**config.mk**
```make
export PLATFORM = sky130hd
export DESIGN_NAME = mem_wb_top
export DESIGN_NICKNAME = d
export VERILOG_FILES = /design/src/cpu_params_pkg.sv /design/src/mem_types_pkg.sv /design/src/ms_ws_if.sv /design/src/lsu_load.sv /design/src/mem_stage.sv /design/src/wb_stage.sv /design/src/mem_wb_top.sv
export SDC_FILE = /design/constraint.sdc
export NUM_CORES = 2
export LEC_CHECK = 0
export BUFFER_PORTS_ARGS = -buffer_cell sky130_fd_sc_hd__buf_2
export CAP_MARGIN = 30
export CORE_ASPECT_RATIO = 1.2
export CORE_MARGIN = 8
export CORE_UTILIZATION = 35
export DETAILED_ROUTE_END_ITERATION = 16
export PLACE_DENSITY = 0.51
export SYNTH_ARGS = -nofsm -noshare
export SYNTH_HDL_FRONTEND = slang
export SYNTH_SLANG_ARGS = --single-unit
```
**constraint.sdc**
```tcl
create_clock -name i_clk -period 14.65 [get_ports i_clk]
set_clock_uncertainty 0.1 [all_clocks]
set_input_delay 1.465 -clock i_clk [delete_from_list [all_inputs] [get_ports i_clk]]
set_output_delay 1.465 -clock i_clk [all_outputs]
set_load 0.05 [all_outputs]
```
**src/cpu_params_pkg.sv**
```systemverilog
// rv64 data widths and register-file sizes, imported by every pipeline module
package cpu_params_pkg;

  // data path
  localparam int WORD_WD     = 64;  // xlen
  localparam int OFFSET_WD   = 3;   // byte lane within one sram word

  // register files
  localparam int GPR_ADDR_WD = 5;
  localparam int NUM_GPR     = 32;
  localparam int CSR_ADDR_WD = 12;  // full csr address space

endpackage

```
**src/mem_types_pkg.sv**
```systemverilog
// load op codes and read-word views, imported by the memory stage and load formatter
package mem_types_pkg;

  import cpu_params_pkg::*;

  // lane widths inside one read word
  localparam int BYTE_WD  = 8;
  localparam int HALF_WD  = 16;
  localparam int SWORD_WD = 32;

  // funct3 of the rv64 load group
  typedef enum logic [2:0] {
    LB  = 3'b000,
    LH  = 3'b001,
    LW  = 3'b010,
    LD  = 3'b011,
    LBU = 3'b100,
    LHU = 3'b101,
    LWU = 3'b110
  } mem_op_e;

  // one sram read word seen as byte, half, word or full lanes
  typedef union packed {
    logic [WORD_WD/BYTE_WD-1:0][BYTE_WD-1:0]   byte_lane;
    logic [WORD_WD/HALF_WD-1:0][HALF_WD-1:0]   half_lane;
    logic [WORD_WD/SWORD_WD-1:0][SWORD_WD-1:0] word_lane;
    logic [WORD_WD-1:0]                        dword;
  } sram_word_u;

endpackage

```
**src/ms_ws_if.sv**
```systemverilog
`timescale 1ns/1ps
// memory-to-writeback handshake and result bundle, connected between mem_stage and wb_stage
interface ms_ws_if
  import cpu_params_pkg::*;
();

  logic                   ms_to_ws_valid;
  logic                   ws_allowin;

  // result bundle, stable while valid is high
  logic                   gpr_wen;
  logic [GPR_ADDR_WD-1:0] rd;
  logic [WORD_WD-1:0]     gpr_wdata;
  logic                   csr_wen;
  logic [CSR_ADDR_WD-1:0] csr_addr;
  logic [WORD_WD-1:0]     csr_wdata;

  modport ms (
    output ms_to_ws_valid,
    output gpr_wen,
    output rd,
    output gpr_wdata,
    output csr_wen,
    output csr_addr,
    output csr_wdata,
    input  ws_allowin
  );

  modport ws (
    input  ms_to_ws_valid,
    input  gpr_wen,
    input  rd,
    input  gpr_wdata,
    input  csr_wen,
    input  csr_addr,
    input  csr_wdata,
    output ws_allowin
  );

endinterface

```
**src/lsu_load.sv**
```systemverilog
`timescale 1ns/1ps
// load formatter: picks the addressed lane of the read word and extends it to 64 bits
module lsu_load
  import cpu_params_pkg::*, mem_types_pkg::*;
(
  input  logic [OFFSET_WD-1:0] i_raddr_offset,  // low bits of x[rs1] + imm
  input  sram_word_u           i_rdata,
  input  mem_op_e              i_mem_op,
  output logic [WORD_WD-1:0]   o_rdata
);

  logic [BYTE_WD-1:0]  byte_sel;
  logic [HALF_WD-1:0]  half_sel;
  logic [SWORD_WD-1:0] word_sel;

  // misaligned offsets drop the low bits below the access size
  assign byte_sel = i_rdata.byte_lane[i_raddr_offset];
  assign half_sel = i_rdata.half_lane[i_raddr_offset[OFFSET_WD-1:1]];
  assign word_sel = i_rdata.word_lane[i_raddr_offset[OFFSET_WD-1]];

  always_comb begin
    case (i_mem_op)
      LB: begin
        o_rdata = {{(WORD_WD-BYTE_WD){byte_sel[BYTE_WD-1]}}, byte_sel};
      end
      LH: begin
        o_rdata = {{(WORD_WD-HALF_WD){half_sel[HALF_WD-1]}}, half_sel};
      end
      LW: begin
        o_rdata = {{(WORD_WD-SWORD_WD){word_sel[SWORD_WD-1]}}, word_sel};
      end
      LBU: begin
        o_rdata = {{(WORD_WD-BYTE_WD){1'b0}}, byte_sel};
      end
      LHU: begin
        o_rdata = {{(WORD_WD-HALF_WD){1'b0}}, half_sel};
      end
      LWU: begin
        o_rdata = {{(WORD_WD-SWORD_WD){1'b0}}, word_sel};
      end
      default: begin
        o_rdata = i_rdata.dword;  // LD and the unused code
      end
    endcase
  end

endmodule

```
**src/mem_stage.sv**
```systemverilog
`timescale 1ns/1ps
// memory pipeline stage: waits for load data, holds it until writeback takes the instruction
module mem_stage
  import cpu_params_pkg::*, mem_types_pkg::*;
(
  input  logic                   i_clk,
  input  logic                   i_rst,
  // from execute
  input  logic                   i_es_to_ms_valid,
  input  logic                   i_es_gpr_wen,
  input  logic [GPR_ADDR_WD-1:0] i_es_rd,
  input  logic                   i_es_csr_wen,
  input  logic [CSR_ADDR_WD-1:0] i_es_csr,
  input  logic                   i_es_mem_ren,
  input  mem_op_e                i_es_mem_op,
  input  logic                   i_es_csr_inst_sel,
  input  logic [WORD_WD-1:0]     i_es_csrrdata,
  input  logic [WORD_WD-1:0]     i_es_alu_result,
  input  logic [WORD_WD-1:0]     i_es_csr_result,
  output logic                   o_ms_allowin,
  // from data sram
  input  logic                   i_data_sram_data_ok,
  input  logic [WORD_WD-1:0]     i_data_sram_rdata,
  // to writeback
  ms_ws_if.ms                    ms,
  // bypass to decode
  output logic [GPR_ADDR_WD-1:0] o_ms_byp_rd,
  output logic [WORD_WD-1:0]     o_ms_byp_gpr_data,
  output logic [CSR_ADDR_WD-1:0] o_ms_byp_csr,
  output logic [WORD_WD-1:0]     o_ms_byp_csr_data,
  output logic                   o_ms_byp_ready
);

  logic                   ms_valid;
  logic                   ms_ready_go;
  logic                   ms_accept;
  logic                   ms_load_done;  // data_ok seen for the current load
  logic                   ms_load_cap;

  logic                   ms_gpr_wen;
  logic [GPR_ADDR_WD-1:0] ms_rd;
  logic                   ms_csr_wen;
  logic [CSR_ADDR_WD-1:0] ms_csr;
  logic                   ms_mem_ren;
  mem_op_e                ms_mem_op;
  logic                   ms_csr_inst_sel;
  logic [WORD_WD-1:0]     ms_csrrdata;
  logic [WORD_WD-1:0]     ms_alu_result;
  logic [WORD_WD-1:0]     ms_csr_result;

  logic [WORD_WD-1:0]     ms_rdata_hold;
  logic [WORD_WD-1:0]     ms_rdata_word;
  logic [WORD_WD-1:0]     ms_load_data;
  logic [WORD_WD-1:0]     ms_gpr_result;

  assign ms_accept    = i_es_to_ms_valid && o_ms_allowin;
  assign ms_ready_go  = !ms_mem_ren || ms_load_done || i_data_sram_data_ok;
  assign o_ms_allowin = !ms_valid || (ms_ready_go && ms.ws_allowin);
  assign ms_load_cap  = ms_valid && ms_mem_ren && !ms_load_done && i_data_sram_data_ok;

  always_ff @(posedge i_clk) begin
    if (i_rst) begin
      ms_valid <= 1'b0;
    end else if (o_ms_allowin) begin
      ms_valid <= i_es_to_ms_valid;
    end
  end

  always_ff @(posedge i_clk) begin
    if (ms_accept) begin
      ms_gpr_wen      <= i_es_gpr_wen;
      ms_rd           <= i_es_rd;
      ms_csr_wen      <= i_es_csr_wen;
      ms_csr          <= i_es_csr;
      ms_mem_ren      <= i_es_mem_ren;
      ms_mem_op       <= i_es_mem_op;
      ms_csr_inst_sel <= i_es_csr_inst_sel;
      ms_csrrdata     <= i_es_csrrdata;
      ms_alu_result   <= i_es_alu_result;
      ms_csr_result   <= i_es_csr_result;
    end
  end

  // the returned word survives writeback back-pressure
  always_ff @(posedge i_clk) begin
    if (i_rst) begin
      ms_load_done <= 1'b0;
    end else if (ms_accept) begin
      ms_load_done <= 1'b0;
    end else if (ms_load_cap) begin
      ms_load_done <= 1'b1;
    end
  end

  always_ff @(posedge i_clk) begin
    if (ms_accept) begin
      ms_rdata_hold <= '0;
    end else if (ms_load_cap) begin
      ms_rdata_hold <= i_data_sram_rdata;
    end
  end

  assign ms_rdata_word = ms_load_done ? ms_rdata_hold : i_data_sram_rdata;

  lsu_load u_lsu_load (
    .i_raddr_offset (ms_alu_result[OFFSET_WD-1:0]),  // x[rs1] + imm
    .i_rdata        (ms_rdata_word),
    .i_mem_op       (ms_mem_op),
    .o_rdata        (ms_load_data)
  );

  assign ms_gpr_result = ms_mem_ren      ? ms_load_data :
                         ms_csr_inst_sel ? ms_csrrdata  : ms_alu_result;

  assign ms.ms_to_ws_valid = ms_valid && ms_ready_go;
  assign ms.gpr_wen        = ms_gpr_wen;
  assign ms.rd             = ms_rd;
  assign ms.gpr_wdata      = ms_gpr_result;
  assign ms.csr_wen        = ms_csr_wen;
  assign ms.csr_addr       = ms_csr;
  assign ms.csr_wdata      = ms_csr_result;

  // zero unless the stage really writes that register
  assign o_ms_byp_rd       = (ms_valid && ms_gpr_wen) ? ms_rd : '0;
  assign o_ms_byp_gpr_data = (ms_valid && ms_gpr_wen) ? ms_gpr_result : '0;
  assign o_ms_byp_csr      = (ms_valid && ms_csr_wen) ? ms_csr : '0;
  assign o_ms_byp_csr_data = (ms_valid && ms_csr_wen) ? ms_csr_result : '0;
  assign o_ms_byp_ready    = ms_valid && ms_gpr_wen && ms_ready_go;

endmodule

```
**src/wb_stage.sv**
```systemverilog
`timescale 1ns/1ps
// writeback stage: commits the gpr result into the register file and reports csr writes
module wb_stage
  import cpu_params_pkg::*;
(
  input  logic                   i_clk,
  input  logic                   i_rst,
  input  logic                   i_ws_hold,  // stall from later logic
  // from memory stage
  ms_ws_if.ws                    ws,
  // decode read port
  input  logic [GPR_ADDR_WD-1:0] i_rf_raddr,
  output logic [WORD_WD-1:0]     o_rf_rdata,
  // commit
  output logic                   o_ws_gpr_wen,
  output logic [GPR_ADDR_WD-1:0] o_ws_rd,
  output logic [WORD_WD-1:0]     o_ws_gpr_wdata,
  output logic                   o_ws_csr_wen,
  output logic [CSR_ADDR_WD-1:0] o_ws_csr,
  output logic [WORD_WD-1:0]     o_ws_csr_wdata
);

  logic                   ws_valid;
  logic                   ws_ready_go;
  logic                   ws_commit;

  logic                   ws_gpr_wen;
  logic [GPR_ADDR_WD-1:0] ws_rd;
  logic [WORD_WD-1:0]     ws_gpr_wdata;
  logic                   ws_csr_wen;
  logic [CSR_ADDR_WD-1:0] ws_csr;
  logic [WORD_WD-1:0]     ws_csr_wdata;

  logic [WORD_WD-1:0]     gpr [NUM_GPR];

  assign ws_ready_go   = !i_ws_hold;
  assign ws.ws_allowin = !ws_valid || ws_ready_go;
  assign ws_commit     = ws_valid && ws_ready_go;

  always_ff @(posedge i_clk) begin
    if (i_rst) begin
      ws_valid <= 1'b0;
    end else if (ws.ws_allowin) begin
      ws_valid <= ws.ms_to_ws_valid;
    end
  end

  always_ff @(posedge i_clk) begin
    if (ws.ms_to_ws_valid && ws.ws_allowin) begin
      ws_gpr_wen   <= ws.gpr_wen;
      ws_rd        <= ws.rd;
      ws_gpr_wdata <= ws.gpr_wdata;
      ws_csr_wen   <= ws.csr_wen;
      ws_csr       <= ws.csr_addr;
      ws_csr_wdata <= ws.csr_wdata;
    end
  end

  // x0 is never written
  always_ff @(posedge i_clk) begin
    if (i_rst) begin
      for (int i = 0; i < NUM_GPR; i++) begin
        gpr[i] <= '0;
      end
    end else if (o_ws_gpr_wen && (ws_rd != '0)) begin
      gpr[ws_rd] <= ws_gpr_wdata;
    end
  end

  assign o_rf_rdata = (i_rf_raddr == '0) ? '0 : gpr[i_rf_raddr];

  // valid only in the cycle the instruction retires
  assign o_ws_gpr_wen   = ws_commit && ws_gpr_wen;
  assign o_ws_rd        = ws_rd;
  assign o_ws_gpr_wdata = ws_gpr_wdata;
  assign o_ws_csr_wen   = ws_commit && ws_csr_wen;
  assign o_ws_csr       = ws_csr;
  assign o_ws_csr_wdata = ws_csr_wdata;

endmodule

```
**src/mem_wb_top.sv**
```systemverilog
`timescale 1ns/1ps
// top of the pipeline back end: memory and writeback stages behind plain ports
module mem_wb_top
  import cpu_params_pkg::*, mem_types_pkg::*;
(
  input  logic                   i_clk,
  input  logic                   i_rst,
  // execute side
  input  logic                   i_es_to_ms_valid,
  input  logic                   i_es_gpr_wen,
  input  logic [GPR_ADDR_WD-1:0] i_es_rd,
  input  logic                   i_es_csr_wen,
  input  logic [CSR_ADDR_WD-1:0] i_es_csr,
  input  logic                   i_es_mem_ren,
  input  mem_op_e                i_es_mem_op,
  input  logic                   i_es_csr_inst_sel,
  input  logic [WORD_WD-1:0]     i_es_csrrdata,
  input  logic [WORD_WD-1:0]     i_es_alu_result,
  input  logic [WORD_WD-1:0]     i_es_csr_result,
  output logic                   o_ms_allowin,
  output logic                   o_ms_to_ws_valid,
  // data sram
  input  logic                   i_data_sram_data_ok,
  input  logic [WORD_WD-1:0]     i_data_sram_rdata,
  // decode side
  output logic [GPR_ADDR_WD-1:0] o_ms_byp_rd,
  output logic [WORD_WD-1:0]     o_ms_byp_gpr_data,
  output logic [CSR_ADDR_WD-1:0] o_ms_byp_csr,
  output logic [WORD_WD-1:0]     o_ms_byp_csr_data,
  output logic                   o_ms_byp_ready,
  input  logic [GPR_ADDR_WD-1:0] i_rf_raddr,
  output logic [WORD_WD-1:0]     o_rf_rdata,
  // writeback
  input  logic                   i_ws_hold,
  output logic                   o_ws_gpr_wen,
  output logic [GPR_ADDR_WD-1:0] o_ws_rd,
  output logic [WORD_WD-1:0]     o_ws_gpr_wdata,
  output logic                   o_ws_csr_wen,
  output logic [CSR_ADDR_WD-1:0] o_ws_csr,
  output logic [WORD_WD-1:0]     o_ws_csr_wdata
);

  ms_ws_if u_ms_ws_if ();

  assign o_ms_to_ws_valid = u_ms_ws_if.ms_to_ws_valid;  // end of load latency

  mem_stage u_mem_stage (
    .i_clk               (i_clk),
    .i_rst               (i_rst),
    .i_es_to_ms_valid    (i_es_to_ms_valid),
    .i_es_gpr_wen        (i_es_gpr_wen),
    .i_es_rd             (i_es_rd),
    .i_es_csr_wen        (i_es_csr_wen),
    .i_es_csr            (i_es_csr),
    .i_es_mem_ren        (i_es_mem_ren),
    .i_es_mem_op         (i_es_mem_op),
    .i_es_csr_inst_sel   (i_es_csr_inst_sel),
    .i_es_csrrdata       (i_es_csrrdata),
    .i_es_alu_result     (i_es_alu_result),
    .i_es_csr_result     (i_es_csr_result),
    .o_ms_allowin        (o_ms_allowin),
    .i_data_sram_data_ok (i_data_sram_data_ok),
    .i_data_sram_rdata   (i_data_sram_rdata),
    .ms                  (u_ms_ws_if),
    .o_ms_byp_rd         (o_ms_byp_rd),
    .o_ms_byp_gpr_data   (o_ms_byp_gpr_data),
    .o_ms_byp_csr        (o_ms_byp_csr),
    .o_ms_byp_csr_data   (o_ms_byp_csr_data),
    .o_ms_byp_ready      (o_ms_byp_ready)
  );

  wb_stage u_wb_stage (
    .i_clk          (i_clk),
    .i_rst          (i_rst),
    .i_ws_hold      (i_ws_hold),
    .ws             (u_ms_ws_if),
    .i_rf_raddr     (i_rf_raddr),
    .o_rf_rdata     (o_rf_rdata),
    .o_ws_gpr_wen   (o_ws_gpr_wen),
    .o_ws_rd        (o_ws_rd),
    .o_ws_gpr_wdata (o_ws_gpr_wdata),
    .o_ws_csr_wen   (o_ws_csr_wen),
    .o_ws_csr       (o_ws_csr),
    .o_ws_csr_wdata (o_ws_csr_wdata)
  );

endmodule

```
### Word level (Yosys, flattened, before mapping)

Memories as Yosys holds them, arrays and structs flattened.
Cells that the tools add are included.

| word-level totals | value |
|---|---|
| bits in registers | 430 |
| RAM bits | 2048 |
| output and inout port bits | 359 |
| logic and storage cells | 80 |
| memories kept | 1 |

| operators by class | value |
|---|---|
| order comparisons | 3 |
| equality and inequality tests | 5 |
| muxes and demuxes | 23 |
| reduce and logical (&&, ||, !) cells | 28 |

Memories:

| memory | words | bits a word | rd ports | clocked after memory_dff | write ports | line | source |
|---|---|---|---|---|---|---|---|
| u_wb_stage.gpr | 32 | 64 | 1 | 0 | 32 | wb_stage.sv:34 | `logic [WORD_WD-1:0] gpr [NUM_GPR];` |

Operator list:

| operator | count |
|---|---|
| $mux 64 | 7 |
| $pmux 64 s6 | 1 |
| $mux 32 | 2 |
| $reduce_or 64->1 | 1 |
| $bmux 16 s2 | 1 |
| $bmux 8 s3 | 1 |
| $mux 16 | 1 |
| $logic_and 1x1->1 | 14 |
| $mux 12 | 1 |
| $mux 5 | 2 |
| $eq 3x3->1 const B | 3 |
| $mux 8 | 1 |
| $mux 1 | 6 |
| $logic_not 1->1 | 5 |
| $logic_not 5->1 | 1 |
| $reduce_bool 5->1 | 1 |
| $logic_or 1x1->1 | 4 |
| $lt 3x4->1 const B | 1 |
| $eq 3x1->1 const B | 1 |
| $eq 3x2->1 const B | 1 |
| $logic_not 3->1 | 1 |
| $lt 2x3->1 const B | 1 |
| $lt 1x2->1 const B | 1 |
| $reduce_or 2->1 | 1 |

### Longest topological paths before layout

| depth | value |
|---|---|
| depth after elaboration | 9 |
| mapped depth | 10 |

### Hierarchy

Synthesis repeated with hierarchy kept, for this count alone.

| unflattened totals | value |
|---|---|
| cell total of the unflattened synthesis | 7168 |
| area total of the unflattened synthesis | 110176.9 µm² |

Modules (own cells, without submodules):

| module | times used | cells each | area each (µm²) | seq. area each (µm²) |
|---|---|---|---|---|
| wb_stage | 1 | 5921 | 96222.3 | 65242.6 |
| mem_stage | 1 | 962 | 12030.3 | 7807.5 |
| lsu_load | 1 | 285 | 1924.3 | 0.0 |

### Worst setup path before layout

Ideal clock, no wire load.

| timing | value |
|---|---|
| path kind | input -> register |
| start | input port i_ws_hold |
| end | register u_mem_stage.ms_csr[0], in the netlist u_mem_stage.ms.csr_addr[0], enable pin |
| arrival | 9120 ps |
| required time | 13885 ps |
| setup slack | 4765 ps |
| cell stages on the path | 4 |
| path buffers | 1 |
| path through | and2_1 -> o21ai_0 -> and2_1 -> clkbuf_1 |

| on the way | value |
|---|---|
| cells in the longest elaborated chain, start to end | 5 |

RTL lines:

| what | line | source |
|---|---|---|
| from (decl) | mem_wb_top.sv:34 | `input logic i_ws_hold,` |
| $logic_not 1->1 | wb_stage.sv:36 | `assign ws_ready_go = !i_ws_hold;` |
| $logic_or 1x1->1 | wb_stage.sv:37 | `assign ws.ws_allowin = !ws_valid \|\| ws_ready_go;` |
| $logic_and 1x1->1 | mem_stage.sv:58 | `assign o_ms_allowin = !ms_valid \|\| (ms_ready_go && ms.ws_allowin);` |
| $logic_or 1x1->1 | mem_stage.sv:58 |  |
| via o_ms_allowin | mem_wb_top.sv:20 | `output logic o_ms_allowin,` |
| $logic_and 1x1->1 | mem_stage.sv:56 | `assign ms_accept = i_es_to_ms_valid && o_ms_allowin;` |
| via u_mem_stage.ms_accept | mem_stage.sv:36 | `logic ms_accept;` |
| to (signal assigned) | mem_stage.sv:74 | `ms_csr <= i_es_csr;` |
| to (decl) | mem_stage.sv:43 | `logic [CSR_ADDR_WD-1:0] ms_csr;` |

The timed path passes the listed nets, and every way through them passes these cells.
A chain may end at the register's enable or synchronous reset.

### Worst setup path in the final report

| timing | value |
|---|---|
| start | input port i_rf_raddr[1] |
| end | output port o_rf_rdata[45] |

| on the way | value |
|---|---|
| cells in the longest elaborated chain, start to end | 2 |
| elaborated cells between the ends (all ways) | 3 |
| classes of those cells | mux: 1; reduce/logical: 1; memory: 1 |

RTL lines:

| what | line | source |
|---|---|---|
| from (decl) | mem_wb_top.sv:31 | `input logic [GPR_ADDR_WD-1:0] i_rf_raddr,` |
| $mem_v2 32x64 / $logic_not 5->1 (equally long branches) | n/a |  |
| $mux 64 * | wb_stage.sv:70 | `assign o_rf_rdata = (i_rf_raddr == '0) ? '0 : gpr[i_rf_raddr];` |
| to (decl) | mem_wb_top.sv:32 | `output logic [WORD_WD-1:0] o_rf_rdata,` |

Mark *: on every way between the ends. The rest lies on a longest branch, timed or not.

==> results by group <==
Critical path
  • CP max stage cell: buf_4
  • Cells along the critical path: buf_8 > buf_4 > buf_4 > buf_4 > mux4_2 > mux2_2 > a21oi_1 > nor3_1 > buf_2
  • Worst path max stage delay: 0.80 ns
  • WP data arrival: 5.85 ns
  • Crit path depth: 9
  • CP most frequent cell: buf_4
  • Crit path max fanout: 75
  • FF-to-FF path depth: 7
  • Crit path launch type: input port
  • CP bufs+invs: 5
  • Critical path class: in2out
  • Crit end category: output port
  • Required time of the worst setup path: 13.09 ns
  • Crit-path leading delay family: buffers and inverters

Global routing
  • GR Util All Layers: 0.245
  • Antenna violations before repair: 84
  • Global-route wire length before repair: 577,000 um
  • Largest net degree at the start of global routing: 143
  • Vias in the first global route: 69,000
  • Remaining global-route overflow: 0

Routing
  • TritonRoute pass-1 iters: 6
  • Final ANT Viol Nets: 0
  • DR WL/cell: 34.7 um
  • DR vias: 67,900
  • Remaining DRCs: 0
  • Routed wire length: 424,000 um
  • 1st-iter DRT viols: 7,721
  • Via-to-Cell Ratio: 5.56

Synth
  • Number of synthesized flops with an enable pin: 2,411
  • Fraction of registers with async set/reset: 0
  • Synth cell types: 60
  • Post-synth top cells: edfxtp_1, and2_1, clkbuf_1, mux4_2, mux2i_1
  • Seq cells post-synth: 2,478
  • Syn Area/Cell: 15.3 um^2
  • Synth top area share: 0.652
  • Largest cells by area after synthesis: edfxtp_1, and2_1, mux4_2
  • Synth Instances: 7,239
  • Most common flop cell mapped by yosys: edfxtp_1
  • Ys Warns: 0
  • Count leader, synth: edfxtp_1
  • Leading area contributor after synthesis: edfxtp_1
  • Sequential fraction of the synthesis area: 0.665
  • Synth Cell Area: 0.111 mm^2

CTS
  • CTS buffer count: 279
  • Clock root cell: clkbuf_16
  • Clk sinks: 2,478
  • Number of setup buffers added after CTS: 0
  • Longest Clk Path Bufs: 4
  • Cts repair resizes: 0
  • TritonCTS clock tree: built
  • H-tree depth reported by CTS: 5
  • # hold bufs at CTS: 0
  • Worst-path clk slew: 0.06 ns
  • Skew-Pair Late Insertion Delay: 0.87 ns

Timing
  • Setup TNS: 0 ns
  • Final Hold Viols: 0
  • Final critical-path share of the clock period: 0.506
  • Final Slew Violations: 0
  • Fin Hold WS: 0.347 ns
  • Worst-margin pin slew: 1.10 ns
  • Max Fclk: 135 MHz
  • Fin crit period: 7.41 ns
  • Final setup viols: 0
  • RSZ-0062 raised after global routing: false
  • Slew Limit Headroom: 0.264

Die
  • Core area: 0.316 mm^2
  • Die ar.: 0.335 mm^2
  • Die Wd: 530 um
  • # IOs: 649
  • Starting Density: 0.352
  • Core Rows: 226
  • Die Y: 633 um

Power
  • Peak supply drop: 137 uV
  • Pleak: 47.4 nW
  • Pwr Density: 129 mW/mm^2
  • Final Power: 16.6 mW

Hold path
  • Hold Path Class: reg2reg
  • Hold Path Cell Cnt: 0

Cells and area
  • Core Util, Final: 0.406
  • Fraction of layout cells with a size suffix above 1: 0.245
  • Area grow syn2layout: 15.5%
  • Fin area: 0.128 mm^2
  • Nets@finish: 8,059

Placement
  • IO Port Bufs: 648
  • HPWL after DPL: 251,000 um
  • Final Wtd Congestion: 0.859
  • DP Area: 0.119 mm^2

Status
  • Outcome: finished clean

Job
  • # Max-Cap Violations: 0
[where the power goes]
part | internal (mW) | leakage [nW] | switching [mW]
clock | 3.96 | 4.25 | 2.94
combinational | 0.433 | 18.1 | 1.07
sequential | 8.05 | 25.0 | 0.102
total | 12.4 | 47.4 | 4.12
[sequential cells by signal, indices dropped and copies added (netlist names), 12 cells and up]
name and flops:
u_wb_stage.gpr 2048, u_mem_stage.ms.csr_wdata 64, u_mem_stage.ms_alu_result 64, u_mem_stage.ms_csrrdata 64, u_mem_stage.ms_rdata_hold 64, u_wb_stage.o_ws_csr_wdata 64
u_wb_stage.o_ws_gpr_wdata 64, u_mem_stage.ms.csr_addr 12, u_wb_stage.o_ws_csr 12
[cells in the final DEF (no fill, tap or decap), types with 123 or more instances in the layout]
cell type	synthesis	routed
nand2_1	205	204
buf_2	62	645
buf_4	38	238
mux2i_1	342	342
a21oi_1	141	141
clkbuf_16	0	285
mux4_2	446	446
edfxtp_1	2411	2411
mux2_2	123	123
and2_1	1998	1997
[worst reg2reg max path, cell delays in order (launching register included)]
cell and delay [ns]:
dfxtp_1 0.34, nor2b_1 0.48, nand3b_1 0.40, nor2_1 0.25, nand3b_1 0.60, nor2_4 1.00
or2_4 0.93, buf_4 0.80
[per-stage QoR]
step,worst slack (ns),std cells
global placement,7.04,11700
detailed placement,7.10,11700
CTS,7.09,12200
global route,6.95,12200
finish,7.24,12200
floorplan,4.77,7302
[cell families after synthesis]
logic type / synth area share
compound gates: 0.0367
buf+inv: 0.0283
flops: 0.665
mux: 0.134
other cells: 0.0000338
simple gates: 0.137
[worst paths after layout]
path | slack, ns | endpoint | start
setup / recovery | 7.24 | o_rf_rdata[45] | i_rf_raddr[1]
hold / removal | 0.35 | u_wb_stage.o_ws_csr_wdata[46] | u_mem_stage.ms.csr_wdata[46]
setup reg to reg | 9.34 | u_wb_stage.gpr[16][19] | u_wb_stage.ws_valid
hold reg to reg | 0.35 | u_wb_stage.o_ws_csr_wdata[46] | u_mem_stage.ms.csr_wdata[46]
[layer usage]
metal  GRT usage  vias up  share of wire
met5           0        -        0.00084
met4       0.103       54          0.047
met3      0.0492      795          0.080
met2       0.415     3431           0.49
met1       0.306    35600           0.38
li1            -    28000              -
[area by class of cell]
| type | instances | area, um^2 |
|---|---|---|
| Fill cell | 29100 | 187000 |
| Clock inverter | 143 | 1320 |
| Antenna cell | 30 | 75.1 |
| Timing Repair Buffer | 911 | 5650 |
| Sequential cell | 2478 | 73700 |
| Inverter | 16 | 60.1 |
| Clock buffer | 341 | 7380 |
| Tap cell | 4218 | 5280 |
| Multi-Input combinational cell | 4083 | 34700 |
Power figures use the tool's default switching activity.
